`config.mk`:
```
export PLATFORM = sky130hd
export DESIGN_NAME = core
export DESIGN_NICKNAME = d
export VERILOG_FILES = /design/src/hw/core_pkg.sv /design/src/hw/stage_reg.sv /design/src/hw/fetch_unit.sv /design/src/hw/decode_unit.sv /design/src/hw/regfile.sv /design/src/hw/execute_unit.sv /design/src/hw/core.sv
export SDC_FILE = /design/constraint.sdc
export NUM_CORES = 2
export LEC_CHECK = 0
export BUFFER_PORTS_ARGS = -buffer_cell sky130_fd_sc_hd__buf_2
export CAP_MARGIN = 20
export CORE_MARGIN = 5
export CORE_UTILIZATION = 35
export CTS_BUF_LIST = sky130_fd_sc_hd__clkbuf_4 sky130_fd_sc_hd__clkbuf_8
export CTS_CLUSTER_SIZE = 14
export DETAILED_ROUTE_END_ITERATION = 6
export PLACE_DENSITY = 0.61
export SETUP_SLACK_MARGIN = 0.15
export SYNTH_ARGS = -nofsm -noshare
export SYNTH_HDL_FRONTEND = slang
export SYNTH_SLANG_ARGS = --single-unit
```
`constraint.sdc`:
```
create_clock -name clk -period 7.94 [get_ports clk]
set_input_delay 0 -clock clk [delete_from_list [all_inputs] [get_ports clk]]
set_output_delay 0 -clock clk [all_outputs]
set_load 0.02 [all_outputs]
```
`src/hw/core_pkg.sv`:
```
package core_pkg;

    // ============================================================
    // Widths and basic types
    // ============================================================
    localparam int xlen       = 32;
    localparam int reg_addr_w = 5;

    typedef logic [xlen-1:0]       word_t;
    typedef logic [reg_addr_w-1:0] reg_addr_t;
    typedef logic [31:0]           instr_t;

    // Major opcodes
    localparam logic [6:0] opc_op     = 7'b0110011;
    localparam logic [6:0] opc_op_imm = 7'b0010011;
    localparam logic [6:0] opc_lui    = 7'b0110111;
    localparam logic [6:0] opc_branch = 7'b1100011;

    // funct3 codes, ALU group
    localparam logic [2:0] f3_add = 3'b000;
    localparam logic [2:0] f3_sll = 3'b001;
    localparam logic [2:0] f3_slt = 3'b010;
    localparam logic [2:0] f3_xor = 3'b100;
    localparam logic [2:0] f3_srl = 3'b101;
    localparam logic [2:0] f3_or  = 3'b110;
    localparam logic [2:0] f3_and = 3'b111;
    // funct3 codes, branch group
    localparam logic [2:0] f3_beq = 3'b000;
    localparam logic [2:0] f3_bne = 3'b001;

    localparam word_t pc_step  = 32'd4;
    localparam word_t reset_pc = 32'h0000_0000;

    typedef enum logic [3:0] {
        alu_add,
        alu_sub,
        alu_sll,
        alu_slt,
        alu_xor,
        alu_srl,
        alu_or,
        alu_and,
        alu_pass_b  // LUI
    } alu_op_e;

    // ============================================================
    // Stage payloads
    // ============================================================
    typedef struct packed {
        word_t  pc;
        instr_t instr;
    } if_id_t;

    typedef struct packed {
        word_t     pc;
        word_t     rs1_data;
        word_t     rs2_data;
        word_t     imm;
        reg_addr_t rs1;
        reg_addr_t rs2;
        reg_addr_t rd;
        alu_op_e   alu_op;
        logic      alu_src_imm;
        logic      reg_write;
        logic      is_branch;
        logic      branch_ne;
    } id_ex_t;

    typedef struct packed {
        word_t     result;
        reg_addr_t rd;
        logic      reg_write;
    } ex_wb_t;

endpackage

```
`src/hw/stage_reg.sv`:
```
module stage_reg #(
    parameter type payload_t = logic
) (
    input  logic     clk,
    input  logic     rst_n,
    input  logic     hold,
    input  logic     flush,
    input  payload_t d,
    input  logic     d_valid,
    output payload_t q,
    output logic     q_valid
);

    // Valid bit, hold wins over flush
    always_ff @(posedge clk or negedge rst_n) begin
        if (!rst_n) begin
            q_valid <= 1'b0;
        end else if (!hold) begin
            q_valid <= flush ? 1'b0 : d_valid;
        end
    end

    // Payload is don't-care while q_valid is low
    always_ff @(posedge clk) begin
        if (!hold) begin
            q <= d;
        end
    end

endmodule

```
`src/hw/fetch_unit.sv`:
```
module fetch_unit
    import core_pkg::*;
(
    input  logic  clk,
    input  logic  rst_n,
    input  logic  hold,
    input  logic  branch_taken,
    input  word_t branch_target,
    output word_t pc
);

    word_t pc_next;

    always_comb begin
        if (hold) begin
            pc_next = pc;               // Fetch not granted
        end else if (branch_taken) begin
            pc_next = branch_target;    // Redirect from execute
        end else begin
            pc_next = pc + pc_step;     // Sequential, static not-taken
        end
    end

    always_ff @(posedge clk or negedge rst_n) begin
        if (!rst_n) begin
            pc <= reset_pc;
        end else begin
            pc <= pc_next;
        end
    end

endmodule

```
`src/hw/decode_unit.sv`:
```
module decode_unit
    import core_pkg::*;
(
    input  if_id_t    if_id,
    input  word_t     rs1_data,
    input  word_t     rs2_data,
    output reg_addr_t rs1_addr,
    output reg_addr_t rs2_addr,
    output id_ex_t    id_ex
);

    instr_t    instr;
    logic [6:0] opcode;
    logic [2:0] funct3;
    reg_addr_t rd;
    word_t     imm_i;
    word_t     imm_u;
    word_t     imm_b;
    alu_op_e   arith_op;
    logic      arith_known;

    assign instr    = if_id.instr;
    assign opcode   = instr[6:0];
    assign funct3   = instr[14:12];
    assign rd       = instr[11:7];
    assign rs1_addr = instr[19:15];
    assign rs2_addr = instr[24:20];

    // Immediate formats
    assign imm_i = {{20{instr[31]}}, instr[31:20]};
    assign imm_u = {instr[31:12], 12'b0};
    assign imm_b = {{19{instr[31]}}, instr[31], instr[7], instr[30:25], instr[11:8], 1'b0};

    // Shared funct3 decode for OP and OP-IMM
    always_comb begin
        arith_known = 1'b1;
        case (funct3)
            f3_add:  arith_op = (opcode == opc_op && instr[30]) ? alu_sub : alu_add;
            f3_sll:  arith_op = alu_sll;
            f3_slt:  arith_op = alu_slt;
            f3_xor:  arith_op = alu_xor;
            f3_srl:  arith_op = alu_srl;
            f3_or:   arith_op = alu_or;
            f3_and:  arith_op = alu_and;
            default: begin
                arith_op    = alu_add;
                arith_known = 1'b0;     // SLTU and friends
            end
        endcase
    end

    always_comb begin
        id_ex.pc          = if_id.pc;
        id_ex.rs1_data    = rs1_data;
        id_ex.rs2_data    = rs2_data;
        id_ex.rs1         = rs1_addr;
        id_ex.rs2         = rs2_addr;
        id_ex.rd          = rd;
        id_ex.imm         = imm_i;
        id_ex.alu_op      = alu_add;
        id_ex.alu_src_imm = 1'b0;
        id_ex.reg_write   = 1'b0;     // Unknown opcode is a no-op
        id_ex.is_branch   = 1'b0;
        id_ex.branch_ne   = 1'b0;

        case (opcode)
            opc_op: begin
                id_ex.alu_op    = arith_op;
                id_ex.reg_write = arith_known;
            end
            opc_op_imm: begin
                id_ex.alu_op      = arith_op;
                id_ex.alu_src_imm = 1'b1;
                id_ex.reg_write   = arith_known;
            end
            opc_lui: begin
                id_ex.imm         = imm_u;
                id_ex.alu_op      = alu_pass_b;
                id_ex.alu_src_imm = 1'b1;
                id_ex.reg_write   = 1'b1;
            end
            opc_branch: begin
                id_ex.imm       = imm_b;
                id_ex.is_branch = (funct3 == f3_beq) || (funct3 == f3_bne);
                id_ex.branch_ne = (funct3 == f3_bne);
            end
            default: ;
        endcase

        // x0 writes dropped here once for the whole pipe
        if (rd == '0) begin
            id_ex.reg_write = 1'b0;
        end
    end

endmodule

```
`src/hw/regfile.sv`:
```
module regfile
    import core_pkg::*;
(
    input  logic      clk,
    input  logic      rst_n,
    input  logic      we,
    input  reg_addr_t rd_addr,
    input  word_t     wdata,
    input  reg_addr_t rs1_addr,
    input  reg_addr_t rs2_addr,
    output word_t     rs1_data,
    output word_t     rs2_data
);

    word_t regs [1:31];   // x0 has no storage

    always_ff @(posedge clk or negedge rst_n) begin
        if (!rst_n) begin
            for (int i = 1; i < 32; i++) begin
                regs[i] <= '0;
            end
        end else if (we && rd_addr != '0) begin
            regs[rd_addr] <= wdata;
        end
    end

    // Write-through so decode sees the value retiring this cycle
    always_comb begin
        if (rs1_addr == '0) begin
            rs1_data = '0;
        end else if (we && rd_addr == rs1_addr) begin
            rs1_data = wdata;
        end else begin
            rs1_data = regs[rs1_addr];
        end

        if (rs2_addr == '0) begin
            rs2_data = '0;
        end else if (we && rd_addr == rs2_addr) begin
            rs2_data = wdata;
        end else begin
            rs2_data = regs[rs2_addr];
        end
    end

endmodule

```
`src/hw/execute_unit.sv`:
```
module execute_unit
    import core_pkg::*;
(
    input  id_ex_t id_ex,
    input  logic   id_ex_valid,
    input  ex_wb_t wb,
    input  logic   wb_valid,
    output ex_wb_t ex_wb,
    output logic   branch_taken,
    output word_t  branch_target
);

    logic       fwd_a;
    logic       fwd_b;
    word_t      op_a;
    word_t      op_b_reg;
    word_t      alu_b;
    logic [4:0] shamt;
    word_t      alu_result;
    logic       ops_equal;

    // ============================================================
    // Forwarding from write-back
    // ============================================================
    // rd of x0 never carries reg_write, so no zero check here
    assign fwd_a = wb_valid && wb.reg_write && (wb.rd == id_ex.rs1);
    assign fwd_b = wb_valid && wb.reg_write && (wb.rd == id_ex.rs2);

    assign op_a     = fwd_a ? wb.result : id_ex.rs1_data;
    assign op_b_reg = fwd_b ? wb.result : id_ex.rs2_data;
    assign alu_b    = id_ex.alu_src_imm ? id_ex.imm : op_b_reg;
    assign shamt    = alu_b[4:0];

    // ============================================================
    // ALU
    // ============================================================
    always_comb begin
        case (id_ex.alu_op)
            alu_add:    alu_result = op_a + alu_b;
            alu_sub:    alu_result = op_a - alu_b;
            alu_sll:    alu_result = op_a << shamt;
            alu_slt:    alu_result = {{(xlen-1){1'b0}}, $signed(op_a) < $signed(alu_b)};
            alu_xor:    alu_result = op_a ^ alu_b;
            alu_srl:    alu_result = op_a >> shamt;
            alu_or:     alu_result = op_a | alu_b;
            alu_and:    alu_result = op_a & alu_b;
            alu_pass_b: alu_result = alu_b;
            default:    alu_result = '0;
        endcase
    end

    assign ex_wb.result    = alu_result;
    assign ex_wb.rd        = id_ex.rd;
    assign ex_wb.reg_write = id_ex.reg_write;

    // ============================================================
    // Branch resolution
    // ============================================================
    assign ops_equal     = (op_a == op_b_reg);
    assign branch_taken  = id_ex_valid && id_ex.is_branch && (ops_equal ^ id_ex.branch_ne);
    assign branch_target = id_ex.pc + id_ex.imm;

endmodule

```
`src/hw/core.sv`:
```
module core
    import core_pkg::*;
(
    input  logic      clk,
    input  logic      rst_n,
    input  instr_t    instr,
    input  logic      instr_gnt,
    output word_t     pc_addr,
    output logic      wb_valid,
    output reg_addr_t wb_rd,
    output word_t     wb_data
);

    logic      stall;
    logic      branch_taken;
    word_t     branch_target;
    if_id_t    if_id_d;
    if_id_t    if_id_q;
    logic      if_id_valid;
    id_ex_t    id_ex_d;
    id_ex_t    id_ex_q;
    logic      id_ex_valid;
    ex_wb_t    ex_wb_d;
    ex_wb_t    ex_wb_q;
    logic      ex_wb_valid;
    reg_addr_t rs1_addr;
    reg_addr_t rs2_addr;
    word_t     rs1_data;
    word_t     rs2_data;

    assign stall = !instr_gnt;   // Missing grant freezes every stage

    // ============================================================
    // Fetch
    // ============================================================
    fetch_unit fetch0 (
        .clk(clk), .rst_n(rst_n), .hold(stall),
        .branch_taken(branch_taken), .branch_target(branch_target),
        .pc(pc_addr)
    );

    assign if_id_d.pc    = pc_addr;
    assign if_id_d.instr = instr;

    stage_reg #(.payload_t(if_id_t)) if_id_reg (
        .clk(clk), .rst_n(rst_n), .hold(stall), .flush(branch_taken),
        .d(if_id_d), .d_valid(1'b1), .q(if_id_q), .q_valid(if_id_valid)
    );

    // ============================================================
    // Decode
    // ============================================================
    decode_unit decode0 (
        .if_id(if_id_q), .rs1_data(rs1_data), .rs2_data(rs2_data),
        .rs1_addr(rs1_addr), .rs2_addr(rs2_addr), .id_ex(id_ex_d)
    );

    regfile regfile0 (
        .clk(clk), .rst_n(rst_n),
        .we(wb_valid), .rd_addr(ex_wb_q.rd), .wdata(ex_wb_q.result),
        .rs1_addr(rs1_addr), .rs2_addr(rs2_addr),
        .rs1_data(rs1_data), .rs2_data(rs2_data)
    );

    stage_reg #(.payload_t(id_ex_t)) id_ex_reg (
        .clk(clk), .rst_n(rst_n), .hold(stall), .flush(branch_taken),
        .d(id_ex_d), .d_valid(if_id_valid), .q(id_ex_q), .q_valid(id_ex_valid)
    );

    // ============================================================
    // Execute and write-back
    // ============================================================
    execute_unit execute0 (
        .id_ex(id_ex_q), .id_ex_valid(id_ex_valid),
        .wb(ex_wb_q), .wb_valid(ex_wb_valid),
        .ex_wb(ex_wb_d), .branch_taken(branch_taken), .branch_target(branch_target)
    );

    // Branch itself moves on, it carries no register write
    stage_reg #(.payload_t(ex_wb_t)) ex_wb_reg (
        .clk(clk), .rst_n(rst_n), .hold(stall), .flush(1'b0),
        .d(ex_wb_d), .d_valid(id_ex_valid), .q(ex_wb_q), .q_valid(ex_wb_valid)
    );

    assign wb_valid = ex_wb_valid && ex_wb_q.reg_write;   // Also the regfile write enable
    assign wb_rd    = ex_wb_q.rd;
    assign wb_data  = ex_wb_q.result;

endmodule

```
==> summary.txt <==
CTS resizes - 0
Largest net degree at the start of global routing - 172
Global route overflow - 0
Drc violations - 3
Die area - 0.227 mm2
DR vias/cell - 6.08
Max-cap viol count - 0
Root buffer cell - clkbuf_8
Crit end category - flop
CP cell instances - xnor2_1 -> nand4_1 -> nor2_4 -> mux2i_1 -> inv_1 -> ha_1 -> o21bai_1 -> nor4b_1 -> or4_1 -> a211oi_1 -> o41ai_1 -> a21oi_1 -> o41ai_1 -> a21o_1 -> a21oi_1 -> o21ai_0 -> o311ai_0
Worst clock skew - 0.0519 ns
Synth top area share - 33.7%
YS warnings - 0
Clk_lat worst skew - 0.99 ns
Crit-path slowest cell - nor2_4
Dpl hpwl - 169 mm
Row count - 171
Worst Tran Pin Value - 1.15 ns
Largest stage delay, worst path - 0.86 ns
PwrDens - 243 mW/mm2
Initial antenna violation count - 6
FF+latch count, synth - 1280
Violated checks - DRC
RSZ-0062 raised after global routing - no
Netlist Area Pre-Place - 0.0762 mm2
CP max FO - 26
H-Tree Depth - 4
Port Buffers - 104
Min Hold Slack - 0.167 ns
Post-synthesis area per instance - 13.0 um2
Sum of negative setup slack - 0 ns
Main area contributors after synthesis - dfrtp_1 (34%), mux4_2 (17%), mux2_2 (16%), edfxtp_1 (10%), mux2i_1 (3.9%)
Post-synth top area cell - dfrtp_1
CTS buffer count - 218
CTS tree - done
Nets@finish - 6008
Kind of critical path - flop to flop
Fin crit period - 6.69 ns
Critical Path AT - 7.40 ns
Status - finished with violations
Post-synth cell types - 93
Placeable Area - 0.217 mm2
Peak VDD IR - 0.000127 V
Most common cell after layout, fill and taps aside - mux2_2
Max Clk Rate - 150 MHz
Die width - 477 um
Register area share after synthesis - 43.7%
Die Y - 477 um
# IOs - 105
P&R area growth vs syn - 11.7%
CP Launch Type - flop
Most frequent cells in the layout - mux2_2 (1050), dfrtp_1 (1027), mux4_2 (586), a21oi_1 (379), nor2_1 (328)
Starting Density - 35.1%
Tcrit/Tclk final - 84.2%
Vias in the first global route - 53700
Pleak - 0.0368 uW
Async SR Flop Fraction - 80.2%
Clock tree buffer depth - 3
Cell count after synthesis - 5872
Syn nets - 6037
Initial DRC count - 5905
Routed Antenna Nets - 0
GRT Util Overall - 23.1%
CTS clock-pin slew for the worst setup and hold paths - 0.06 ns
Slew Limit Fails - 0
WP data required - 8.65 ns
R2r startpoint - ex_wb_reg.q[1]
Routed WL - 270 mm
Routed WL per cell - 30.4 um
Routability Congestion - 0.986
First-pass GRT wire length - 392 mm
# fillers - 20400
Rel. slew slack - 22.8%
Critical Path Start - ex_wb_reg.q[1]
HP Class - input pin to flop
Post-synth EDFFs - 253
Via count - 54100
Finish-stage setup viols - 0
Fraction of layout cells with a size suffix above 1 - 39.3%
Final core utilization - 39.2%
Clock Sinks - 1280
DR pass1 iterations - 7
Worst hold start - instr_gnt
Ys flop type - dfrtp_1
Final hold vios - 0
synth_stat cells (all sizes together) (32+ instances only):
cell    number
a221oi      35
xnor2       79
nor3        50
buf        164
ha         128
clkbuf     414
nand2      202
mux2      1050
dfrtp     1027
nand3       50
o21ai      126
a21oi      380
a21o        48
edfxtp     253
xor2        32
mux4       586
nor2       351
inv        125
o221ai      38
mux2i      299
metrics by stage:
step           setup slack [ns]  total power (uW)  area (um2)  instances
3_3_place_gp               1.43             14000       79500       8405
2_1_floorplan              2.27             12200       76200       5872
3_5_place_dp               1.39             14200       79600       8408
4_1_cts                    1.43             20800       85100       8880
6_report                   1.25             20700       85100       8886
5_1_grt                   0.977             21600       85100       8883
cell type report:
| type | instances | area (um2) | share of cell area, % |
|---|---|---|---|
| antenna | 5 | 12.5 | 0.0147 |
| clock buffer | 336 | 4210 | 4.94 |
| clock inverter | 68 | 592 | 0.695 |
| inverter | 129 | 484 | 0.569 |
| multi-input combinational | 3885 | 40300 | 47.4 |
| sequential | 1280 | 33300 | 39.1 |
| tap | 2854 | 3570 | 4.20 |
| timing repair buffer | 329 | 2630 | 3.08 |
cell families after synthesis:
kind of cell | after synthesis | share of synthesized area [%]
mux | 1935 | 36.8
buf+inv | 707 | 3.79
flops | 1280 | 43.7
fa+ha+maj | 130 | 2.15
compound gates | 890 | 7.41
xor+xnor | 111 | 1.28
simple gates | 819 | 4.87
report_power, final:
part | total (uW) | internal, uW | switching, uW
combinational | 5610 | 2510 | 3100
clock | 6510 | 3640 | 2870
sequential | 8590 | 7760 | 826
state kept, by name, summed over array words and instances (netlist names):
name	count
ex_wb_reg.q	38
id_ex_reg.q	151
if_id_reg.q	64
fetch0.pc	32
regfile0.regs	992
ex_wb_reg.q_valid	1
id_ex_reg.q_valid	1
if_id_reg.q_valid	1
layer usage:
layer	routed length, um	part of all wire, %	track usage (%)	up-vias
met1	113000	42	31.9	28700
met4	10700	4.0	8.40	0
met5	0	0	0	-
li1	-	-	-	22300
met2	124000	46	36.5	2475
met3	21100	7.8	4.45	523
critical path: cells and delay by family (launching register included):
kind / cells / cell delay, ns
adders and majority gates: 1 / 0.43
xor gates and xnor gates: 1 / 0.19
muxes: 1 / 0.54
and+or+nand+nor: 4 / 1.83
DFF: 1 / 0.79
buffers and inverters: 1 / 0.18
AOI/OAI and AO/OA: 9 / 2.47
path summary, 6_finish.rpt:
path | to | slack (ns) | depth (start not counted)
max | ex_wb_reg.q[36] | 1.25 | 17
min | id_ex_reg.q[142] | 0.17 | 2
max reg2reg | ex_wb_reg.q[36] | 1.25 | 17
min reg2reg | id_ex_reg.q[127] | 0.40 | 0
max in group asynchronous | fetch0.pc[21] | 6.02 | 5
min in group asynchronous | regfile0.regs[423] | 0.44 | 4
timing repair:
item / 4_1_cts / 5_1_grt
buffers inserted: 0 / 0
endpoints found under the hold margin: 764 / 0
hold buffers: 68 / 0
(Power assumes the default switching activity.)
